$ cat config.mk
export PLATFORM = sky130hd
export DESIGN_NAME = ifu
export DESIGN_NICKNAME = d
export VERILOG_FILES = /design/src/frontend_pkg.sv /design/src/isa_pkg.sv /design/src/ifu.sv /design/src/instr_queue.sv /design/src/branch_predecoder.sv /design/src/icache.sv /design/src/fetch_pc_unit.sv
export VERILOG_INCLUDE_DIRS = /design/src /design/src/src
export SDC_FILE = /design/constraint.sdc
export NUM_CORES = 2
export LEC_CHECK = 0
export ABC_AREA = 1
export BUFFER_PORTS_ARGS = -buffer_cell sky130_fd_sc_hd__buf_2
export CAP_MARGIN = 20
export CELL_PAD_IN_SITES_DETAIL_PLACEMENT = 1
export CELL_PAD_IN_SITES_GLOBAL_PLACEMENT = 1
export CORE_UTILIZATION = 55
export DETAILED_ROUTE_END_ITERATION = 6
export GPL_TIMING_DRIVEN = 0
export PLACE_DENSITY_LB_ADDON = 0.1
export SETUP_SLACK_MARGIN = 0.02
export SLEW_MARGIN = 10
export SYNTH_ARGS = -nofsm -noshare
export SYNTH_HDL_FRONTEND = slang
export SYNTH_SLANG_ARGS = --single-unit
$ cat constraint.sdc
create_clock -name clk -period 17 [get_ports clk]
set_input_delay 0.85 -clock clk [delete_from_list [all_inputs] [get_ports clk]]
set_output_delay 0.85 -clock clk [all_outputs]
set_load 0.02 [all_outputs]
$ cat src/ifu_config.svh
`ifndef IFU_CONFIG_SVH
`define IFU_CONFIG_SVH

// datapath widths
`define IFU_ADDR_WIDTH  32 // byte address
`define IFU_INSTR_WIDTH 32

// icache geometry
`define IFU_BLOCK_BITS  64 // two instructions per block
`define IFU_ICACHE_SETS 16 // direct mapped

// instruction queue in front of dispatch
`define IFU_IQ_DEPTH 8

// primary opcodes the predecoder cares about
`define IFU_OP_BRZ 6'h04 // branch if rs is zero
`define IFU_OP_JMP 6'h02 // pc relative jump

`endif
$ cat src/frontend_pkg.sv
`default_nettype none

`include "ifu_config.svh"

package frontend_pkg;

    // one instruction queue slot, 98 bits
    typedef struct packed {
        logic [`IFU_INSTR_WIDTH-1:0] instruction;
        logic [`IFU_ADDR_WIDTH-1:0]  pc;
        logic                        is_cond_br;
        logic                        pred_taken;
        logic [`IFU_ADDR_WIDTH-1:0]  pred_target; // predicted next pc
    } iq_entry_t;

    // icache refill tracker
    typedef enum logic [1:0] {
        REFILL_IDLE    = 2'd0, // no miss outstanding
        REFILL_PENDING = 2'd1  // request sent, waiting for memory
    } refill_state_t;

endpackage

`default_nettype wire

$ cat src/isa_pkg.sv
`default_nettype none

`include "ifu_config.svh"

package isa_pkg;

    typedef logic [5:0] opcode_t; // top six bits of every word

    // conditional branch format
    typedef struct packed {
        opcode_t     opcode; // [31:26]
        logic [4:0]  rs;     // [25:21] register tested
        logic [4:0]  unused; // [20:16]
        logic [15:0] offset; // signed, in words
    } instr_br_t;

    // jump format
    typedef struct packed {
        opcode_t     opcode; // [31:26]
        logic [25:0] offset; // signed, in words
    } instr_jmp_t;

    // one fetched word seen as either format
    typedef union packed {
        instr_br_t                   br;
        instr_jmp_t                  jmp;
        logic [`IFU_INSTR_WIDTH-1:0] raw;
    } instr_word_u;

endpackage

`default_nettype wire

$ cat src/ifu.sv
`default_nettype none
`timescale 1ns/10ps

`include "ifu_config.svh"

module ifu (
    input  logic                        clk,
    input  logic                        rst_n,
    input  logic                        recovery_pc_valid,
    input  logic [`IFU_ADDR_WIDTH-1:0]  recovery_pc,
    input  logic                        backend_stall,
    input  logic                        refill_data_valid,
    input  logic [`IFU_BLOCK_BITS-1:0]  refill_data,
    input  logic                        dispatch_ready,
    output logic                        refill_req,
    output logic [`IFU_ADDR_WIDTH-1:0]  refill_addr,
    output logic                        instr_valid,
    output logic [`IFU_INSTR_WIDTH-1:0] instr_out,
    output logic [`IFU_ADDR_WIDTH-1:0]  instr_pc,
    output logic                        instr_is_cond_br,
    output logic                        instr_pred_taken,
    output logic [`IFU_ADDR_WIDTH-1:0]  instr_pred_target
);

    logic [`IFU_ADDR_WIDTH-1:0]  pc;
    logic [`IFU_ADDR_WIDTH-1:0]  next_pc;     // predicted
    logic                        hit;
    logic [`IFU_BLOCK_BITS-1:0]  block;
    logic [`IFU_INSTR_WIDTH-1:0] instruction; // word at pc
    logic                        is_cond_br;
    logic                        pred_taken;
    logic                        iq_full;
    logic                        stall;
    logic                        push;

    // anything that keeps the current pc from being consumed
    assign stall = !hit || iq_full || backend_stall;
    // wrong path word at pc is dropped on recovery
    assign push  = hit && !iq_full && !backend_stall && !recovery_pc_valid;

    fetch_pc_unit pc_unit (
        .clk               (clk),
        .rst_n             (rst_n),
        .stall             (stall),
        .recovery_pc_valid (recovery_pc_valid),
        .recovery_pc       (recovery_pc),
        .next_pc           (next_pc),
        .pc                (pc)
    );

    icache icache (
        .clk               (clk),
        .rst_n             (rst_n),
        .pc                (pc),
        .refill_data_valid (refill_data_valid),
        .refill_data       (refill_data),
        .hit               (hit),
        .block             (block),
        .refill_req        (refill_req),
        .refill_addr       (refill_addr)
    );

    branch_predecoder predecoder (
        .pc          (pc),
        .block       (block),
        .instruction (instruction),
        .is_cond_br  (is_cond_br),
        .pred_taken  (pred_taken),
        .next_pc     (next_pc)
    );

    instr_queue iq (
        .clk               (clk),
        .rst_n             (rst_n),
        .flush             (recovery_pc_valid), // same cycle as the strobe
        .push              (push),
        .instruction       (instruction),
        .pc                (pc),
        .is_cond_br        (is_cond_br),
        .pred_taken        (pred_taken),
        .pred_target       (next_pc),
        .dispatch_ready    (dispatch_ready),
        .full              (iq_full),
        .instr_valid       (instr_valid),
        .instr_out         (instr_out),
        .instr_pc          (instr_pc),
        .instr_is_cond_br  (instr_is_cond_br),
        .instr_pred_taken  (instr_pred_taken),
        .instr_pred_target (instr_pred_target)
    );

endmodule

`default_nettype wire

$ cat src/instr_queue.sv
`default_nettype none
`timescale 1ns/10ps

`include "ifu_config.svh"

module instr_queue (
    input  logic                        clk,
    input  logic                        rst_n,
    input  logic                        flush,             // recovery, drop everything
    input  logic                        push,
    input  logic [`IFU_INSTR_WIDTH-1:0] instruction,
    input  logic [`IFU_ADDR_WIDTH-1:0]  pc,
    input  logic                        is_cond_br,
    input  logic                        pred_taken,
    input  logic [`IFU_ADDR_WIDTH-1:0]  pred_target,
    input  logic                        dispatch_ready,
    output logic                        full,
    output logic                        instr_valid,
    output logic [`IFU_INSTR_WIDTH-1:0] instr_out,
    output logic [`IFU_ADDR_WIDTH-1:0]  instr_pc,
    output logic                        instr_is_cond_br,
    output logic                        instr_pred_taken,
    output logic [`IFU_ADDR_WIDTH-1:0]  instr_pred_target
);

    import frontend_pkg::*;

    localparam int DEPTH    = `IFU_IQ_DEPTH;
    localparam int PTR_BITS = $clog2(DEPTH);

    iq_entry_t           entries [DEPTH];
    iq_entry_t           wr_entry;
    iq_entry_t           head;
    logic [PTR_BITS-1:0] wr_ptr;
    logic [PTR_BITS-1:0] rd_ptr;
    logic [PTR_BITS:0]   count;  // one extra bit for full
    logic                pop;

    // wrap at DEPTH even when it is not a power of two
    function automatic logic [PTR_BITS-1:0] ptr_inc(input logic [PTR_BITS-1:0] p);
        return (p == PTR_BITS'(DEPTH - 1)) ? '0 : p + 1'b1;
    endfunction

    assign wr_entry = '{instruction: instruction, pc: pc, is_cond_br: is_cond_br,
                        pred_taken: pred_taken, pred_target: pred_target};

    assign pop         = instr_valid && dispatch_ready; // transfer to dispatch
    assign full        = (count == (PTR_BITS + 1)'(DEPTH));
    assign instr_valid = (count != '0);

    // head slot drives dispatch
    assign head              = entries[rd_ptr];
    assign instr_out         = head.instruction;
    assign instr_pc          = head.pc;
    assign instr_is_cond_br  = head.is_cond_br;
    assign instr_pred_taken  = head.pred_taken;
    assign instr_pred_target = head.pred_target;

    always_ff @(posedge clk) begin
        if (!rst_n || flush) begin
            wr_ptr <= '0;
            rd_ptr <= '0;
            count  <= '0;
        end else begin
            if (push) wr_ptr <= ptr_inc(wr_ptr);
            if (pop) rd_ptr <= ptr_inc(rd_ptr);
            case ({push, pop})
                2'b10:   count <= count + 1'b1;
                2'b01:   count <= count - 1'b1;
                default: count <= count; // both or neither
            endcase
        end
    end

    // slot storage
    always_ff @(posedge clk) begin
        if (push) begin
            entries[wr_ptr] <= wr_entry;
        end
    end

    // top level gates push with full
    no_push_full_a: assert property (
        @(posedge clk) disable iff (!rst_n)
        push |-> !full
    ) else $error("push into full instruction queue");

    // dispatch sees a stable head until it takes it
    head_stable_a: assert property (
        @(posedge clk) disable iff (!rst_n)
        instr_valid && !dispatch_ready && !flush |=> instr_valid && $stable(head)
    ) else $error("dispatch head changed while stalled");

endmodule

`default_nettype wire

$ cat src/branch_predecoder.sv
`default_nettype none
`timescale 1ns/10ps

`include "ifu_config.svh"

module branch_predecoder (
    input  logic [`IFU_ADDR_WIDTH-1:0]  pc,
    input  logic [`IFU_BLOCK_BITS-1:0]  block,       // hit block from icache
    output logic [`IFU_INSTR_WIDTH-1:0] instruction,
    output logic                        is_cond_br,
    output logic                        pred_taken,
    output logic [`IFU_ADDR_WIDTH-1:0]  next_pc
);

    import isa_pkg::*;

    // sign extension widths for word offsets shifted by two
    localparam int BR_EXT  = `IFU_ADDR_WIDTH - 16 - 2;
    localparam int JMP_EXT = `IFU_ADDR_WIDTH - 26 - 2;

    instr_word_u                word;
    opcode_t                    opcode;
    logic [`IFU_ADDR_WIDTH-1:0] seq_pc;
    logic [`IFU_ADDR_WIDTH-1:0] br_target;
    logic [`IFU_ADDR_WIDTH-1:0] jmp_target;

    // pc bit 2 picks the upper word of the block
    assign instruction = pc[2] ? block[`IFU_BLOCK_BITS-1 -: `IFU_INSTR_WIDTH]
                               : block[`IFU_INSTR_WIDTH-1:0];

    assign word   = instruction;
    assign opcode = word.br.opcode; // same bits in the jump view
    assign seq_pc = pc + `IFU_ADDR_WIDTH'(4);

    // both targets computed, opcode picks one
    assign br_target  = pc + {{BR_EXT{word.br.offset[15]}}, word.br.offset, 2'b00};
    assign jmp_target = pc + {{JMP_EXT{word.jmp.offset[25]}}, word.jmp.offset, 2'b00};

    always_comb begin
        is_cond_br = 1'b0;
        pred_taken = 1'b0;
        next_pc    = seq_pc; // fall through by default
        case (opcode)
            `IFU_OP_BRZ: begin
                is_cond_br = 1'b1;
                pred_taken = word.br.offset[15]; // backward taken, forward not
                if (word.br.offset[15]) begin
                    next_pc = br_target;
                end
            end
            `IFU_OP_JMP: begin
                pred_taken = 1'b1; // jumps always redirect
                next_pc    = jmp_target;
            end
            default: begin
                next_pc = seq_pc;
            end
        endcase
    end

endmodule

`default_nettype wire

$ cat src/icache.sv
`default_nettype none
`timescale 1ns/10ps

`include "ifu_config.svh"

module icache (
    input  logic                       clk,
    input  logic                       rst_n,
    input  logic [`IFU_ADDR_WIDTH-1:0] pc,
    input  logic                       refill_data_valid, // one cycle strobe
    input  logic [`IFU_BLOCK_BITS-1:0] refill_data,
    output logic                       hit,
    output logic [`IFU_BLOCK_BITS-1:0] block,
    output logic                       refill_req,        // one cycle strobe
    output logic [`IFU_ADDR_WIDTH-1:0] refill_addr        // block aligned
);

    import frontend_pkg::*;

    localparam int OFFSET_BITS = $clog2(`IFU_BLOCK_BITS / 8);
    localparam int INDEX_BITS  = $clog2(`IFU_ICACHE_SETS);
    localparam int TAG_BITS    = `IFU_ADDR_WIDTH - INDEX_BITS - OFFSET_BITS;

    logic [`IFU_ICACHE_SETS-1:0] valid_q;
    logic [TAG_BITS-1:0]         tag_mem [`IFU_ICACHE_SETS];
    logic [`IFU_BLOCK_BITS-1:0]  data_mem [`IFU_ICACHE_SETS];

    refill_state_t              state;
    logic [`IFU_ADDR_WIDTH-1:0] pend_addr; // address of the outstanding miss
    logic [INDEX_BITS-1:0]      pc_index;
    logic [TAG_BITS-1:0]        pc_tag;
    logic [INDEX_BITS-1:0]      pend_index;
    logic [TAG_BITS-1:0]        pend_tag;
    logic                       fill_we;

    // address split
    assign pc_index   = pc[OFFSET_BITS +: INDEX_BITS];
    assign pc_tag     = pc[`IFU_ADDR_WIDTH-1 -: TAG_BITS];
    assign pend_index = pend_addr[OFFSET_BITS +: INDEX_BITS];
    assign pend_tag   = pend_addr[`IFU_ADDR_WIDTH-1 -: TAG_BITS];

    // lookup straight out of the registered arrays
    assign hit   = valid_q[pc_index] && (tag_mem[pc_index] == pc_tag);
    assign block = data_mem[pc_index];

    // only the first miss cycle requests, later cycles are pending
    assign refill_req  = !hit && (state == REFILL_IDLE);
    assign refill_addr = (state == REFILL_PENDING) ? pend_addr
                       : {pc[`IFU_ADDR_WIDTH-1:OFFSET_BITS], {OFFSET_BITS{1'b0}}};

    assign fill_we = (state == REFILL_PENDING) && refill_data_valid;

    // refill tracker and valid bits
    always_ff @(posedge clk) begin
        if (!rst_n) begin
            state   <= REFILL_IDLE;
            valid_q <= '0; // cold cache
        end else begin
            case (state)
                REFILL_IDLE: begin
                    if (refill_req) begin
                        state <= REFILL_PENDING;
                    end
                end
                REFILL_PENDING: begin
                    if (refill_data_valid) begin
                        state               <= REFILL_IDLE;
                        valid_q[pend_index] <= 1'b1;
                    end
                end
                default: state <= REFILL_IDLE;
            endcase
        end
    end

    // miss address capture and block write
    always_ff @(posedge clk) begin
        if (refill_req) begin
            pend_addr <= refill_addr;
        end
        if (fill_we) begin
            tag_mem[pend_index]  <= pend_tag;
            data_mem[pend_index] <= refill_data;
        end
    end

    // memory answers only a request we made
    no_stray_resp_a: assert property (
        @(posedge clk) disable iff (!rst_n)
        refill_data_valid |-> state == REFILL_PENDING
    ) else $error("refill response with no miss outstanding");

endmodule

`default_nettype wire

$ cat src/fetch_pc_unit.sv
`default_nettype none
`timescale 1ns/10ps

`include "ifu_config.svh"

module fetch_pc_unit (
    input  logic                       clk,
    input  logic                       rst_n,
    input  logic                       stall,             // miss, full queue or backend
    input  logic                       recovery_pc_valid,
    input  logic [`IFU_ADDR_WIDTH-1:0] recovery_pc,
    input  logic [`IFU_ADDR_WIDTH-1:0] next_pc,           // from predecoder
    output logic [`IFU_ADDR_WIDTH-1:0] pc
);

    localparam logic [`IFU_ADDR_WIDTH-1:0] RESET_VECTOR = '0;

    logic [`IFU_ADDR_WIDTH-1:0] pc_d;

    // pc mux
    always_comb begin
        if (recovery_pc_valid) begin
            pc_d = recovery_pc; // redirect beats everything
        end else if (stall) begin
            pc_d = pc;          // hold
        end else begin
            pc_d = next_pc;     // predicted path
        end
    end

    always_ff @(posedge clk) begin
        if (!rst_n) begin
            pc <= RESET_VECTOR;
        end else begin
            pc <= pc_d;
        end
    end

    // recovery targets come from the backend and must be word aligned too
    pc_aligned_a: assert property (
        @(posedge clk) disable iff (!rst_n)
        pc[1:0] == 2'b00
    ) else $error("fetch pc %h not word aligned", pc);

endmodule

`default_nettype wire

==> results.sh <==
export IMPL_status="complete, no violations"
export IMPL_cp_common_cell="nand2_1"
export IMPL_peakVddDrop_mv=0.117
export IMPL_async_flop_share_pct=0
export IMPL_cts_root_buf="clkbuf_16"
export IMPL_path_class="reg -> reg"
export IMPL_whs_endpoint="pc_unit.pc[1]$_SDFFE_PN0P_"
export IMPL_die_w_um=419
export IMPL_worstPathMaxFanout=10
export IMPL_place_congestion=1.00
export IMPL_worstHoldPathCells=3
export IMPL_min_from="recovery_pc[1]"
export IMPL_crit_path_max_incr_delay_ns=0.89
export IMPL_die_y_um=419
export IMPL_insertion_delay_ns=0.90
export IMPL_r2r_cells=28
export IMPL_synth_area_per_cell_um2=11.6
export IMPL_clkPwrFrac_pct=39.5
export IMPL_cp_slowest_cell="buf_1"
export IMPL_clockBufferDepth=3
export IMPL_grt_pass1_wl_um=545000
export IMPL_end_kind="flip-flop"
export IMPL_max_slew_margin_pct=13.2
export IMPL_finalHoldViolCount=0
export IMPL_period_minus_slack_ns=9.04
export IMPL_power_frac_seq_pct=51.0
export IMPL_wl_um=390000
export IMPL_path_clk_slew_ns=0.07
export IMPL_vias_per_cell=6.60
export IMPL_antenna_found_initial=31
export IMPL_cts_buffers_inserted=224
export IMPL_grt_remaining_overflow=0
export IMPL_timing_fmax_ghz=0.111
export IMPL_grtUsageMet3_pct=10.7
export IMPL_yosysWarnings=0
export IMPL_p_leak_nw=39.2
export IMPL_maxCapViolCount=0
export IMPL_cp_start_kind="flip-flop"
export IMPL_use_met2_pct=68.8
export IMPL_crit_required_ns=17.70
export IMPL_synth_edf_count=2224
export IMPL_rsz0062_at_grt="false"
export IMPL_dp_hpwl_um=267000
export IMPL_grt_max_degree=32
export IMPL_timing_final_crit_share_pct=53.2
export IMPL_intPower_mw=9.28
export IMPL_met1_usage_pct=54.4
export IMPL_finalMaxSlewViolations=0
export IMPL_ios=234
export IMPL_cp_arrival_ns=9.74
export IMPL_fp_row_count=152
export IMPL_grt_pass1_vias=77400
export IMPL_yosys_most_used_dff="edfxtp_1"
export IMPL_comb_power_share_pct=9.5
export IMPL_reg2reg_to="pc_unit.pc[6]$_SDFFE_PN0N_"
export IMPL_htree_levels=4
export IMPL_dr_pass1_iters=5
export IMPL_wl_per_cell_um=34.1
export IMPL_grt_busiest_layer="met2"
export IMPL_ant_nets=0
export IMPL_grt_usage_pct=43.9
export IMPL_vias=75500
export IMPL_switchingPower_mw=3.22
export IMPL_setup_tns_ns=0
export IMPL_tightest_slew_ns=1.30
export IMPL_fill_cells=17400
export IMPL_layout_commonest_cell="edfxtp_1"
export IMPL_timing_hold_ws_ns=0.213
export IMPL_r2r_slack_ns=7.96
export IMPL_seq_area_frac_synth_pct=71.1
export IMPL_syn_to_final_growth_pct=15.2
export IMPL_hold_path_class="in -> reg"
export IMPL_clkSinkCount=2290
export IMPL_start_util_pct=55.6
export IMPL_synth_fp_nets=8444
export IMPL_nets=9061
export IMPL_fin_skew_ns=0.0476
export IMPL_drc=0
export IMPL_cts_tree="yes"
export IMPL_p_sw_share_pct=25.8
export IMPL_port_buffers=232
export IMPL_ctsHoldBuffers=0
export IMPL_die_area_um2=176000
export IMPL_synthCells=8290
export IMPL_post_cts_setup_buffer_count=0
export IMPL_final_cell_mix="edfxtp_1, nor2_1, nand2_1, o21ai_0, nand3_1"
export IMPL_finalSetupViolCount=0
export IMPL_syn_area_um2=95800
export IMPL_power_density_nw_per_um2=113
export IMPL_core_um2=172000
export IMPL_ys_types=42
export IMPL_drive_gt1_share_pct=10.0
export IMPL_ys_ff_latch=2290
export IMPL_drtIter0Drc=10300
export IMPL_cts_resized=0
-- synth_stat cells, types with 11 or more instances --
| cell | number | area, um^2 |
|---|---|---|
| a21oi_1 | 82 | 410 |
| a31oi_1 | 120 | 751 |
| a32oi_1 | 20 | 175 |
| buf_1 | 44 | 165 |
| buf_2 | 94 | 470 |
| buf_4 | 21 | 158 |
| buf_6 | 38 | 428 |
| clkbuf_1 | 302 | 1130 |
| dfxtp_1 | 66 | 1320 |
| edfxtp_1 | 2224 | 66800 |
| ha_1 | 50 | 626 |
| inv_1 | 363 | 1360 |
| nand2_1 | 1240 | 4650 |
| nand3_1 | 576 | 2880 |
| nand4_1 | 23 | 144 |
| nor2_1 | 1573 | 5900 |
| nor3_1 | 25 | 125 |
| o211ai_1 | 51 | 383 |
| o21a_1 | 11 | 82.6 |
| o21ai_0 | 960 | 4800 |
| o21ai_1 | 43 | 215 |
| o221ai_1 | 146 | 1280 |
| o22ai_1 | 142 | 888 |
| xor2_1 | 25 | 219 |
-- critical path, delay by kind of cell, from the launching register on --
kind                       cells  cell delay [ns]
buffers and inverters         12             4.14
and+or+nand+nor               10             1.30
DFF                            1             0.30
adders and majority gates      2             0.80
xor gates and xnor gates       1             0.48
AOI/OAI and AO/OA              3             1.77
-- sequential cells by signal (all words and copies together) (netlist names), named ones only --
name and cells:
icache.data_mem 1024, iq.entries 768, icache.tag_mem 400, icache.pend_addr 32
pc_unit.pc 32, icache.valid_q 16, iq.count 4, iq.rd_ptr 3
iq.wr_ptr 3, icache.state 1
-- power by group through the flow --
stage               clock network [mW]  logic (mW)  registers [mW]
global route                      5.08        1.23            6.38
finish                            4.94        1.19            6.38
CTS                               4.91        1.13            6.38
global placement                     0        1.02            6.51
detailed placement                   0        1.11            6.50
floorplan                            0       0.547            6.46
-- routing by layer --
| layer | part of all wire [%] | wire [um] |
|---|---|---|
| met3 | 11 | 43400 |
| met2 | 46 | 179000 |
| met4 | 7.7 | 30000 |
| met5 | 0.022 | 86 |
| met1 | 35 | 137000 |
-- how the worst max path moves through the flow --
stage	endpoint	slack (ns)
floorplan	iq.entries[0][10]$_DFFE_PP_	10.37
global placement	iq.entries[3][94]$_DFFE_PP_	4.52
detailed placement	flip-flop	8.42
CTS	pc_unit.pc[6]$_SDFFE_PN0N_	8.31
global route	pc_unit.pc[6]$_SDFFE_PN0N_	8.04
finish	pc_unit.pc[6]$_SDFFE_PN0N_	7.96
-- per-stage QoR --
step | instance area (um^2) | power, mW | setup slack (ns) | std cells | utilization [%]
final | 110000 | 12.5 | 7.96 | 11400 | 64.0
after detailed placement | 103000 | 7.61 | 8.42 | 11000 | 59.8
after global placement | 99800 | 7.53 | 4.52 | 10800 | 57.9
after floorplan | 95800 | 7.01 | 10.37 | 8290 | -
after CTS | 110000 | 12.4 | 8.31 | 11400 | 63.9
after global routing | 110000 | 12.7 | 8.04 | 11400 | 64.0
-- kinds of logic (layout without fill, tap and decap cells) --
group	Yosys count	count (layout)	share of synthesized area (%)
AO/OA/AOI/OAI	1582	1582	9.44
XOR/XNOR	33	33	0.302
adder cells (fa/ha/maj)	52	52	0.695
buffers and inverters	871	1681	3.92
flip-flops	2290	2290	71.1
other	0	22	0
AND/OR/NAND/NOR	3462	3462	14.5
-- cell type report --
class | count | area [um^2] | area share, %
Buffer | 499 | 2360 | 2.14
Tap cell | 2310 | 2890 | 2.62
Timing Repair Buffer | 391 | 4270 | 3.87
Clock inverter | 143 | 1170 | 1.06
Multi-Input combinational cell | 5129 | 24200 | 21.9
Antenna cell | 22 | 55.1 | 0.0499
Clock buffer | 276 | 5930 | 5.37
Sequential cell | 2290 | 68100 | 61.7
Inverter | 372 | 1400 | 1.27
Power figures use the tool's default switching activity.
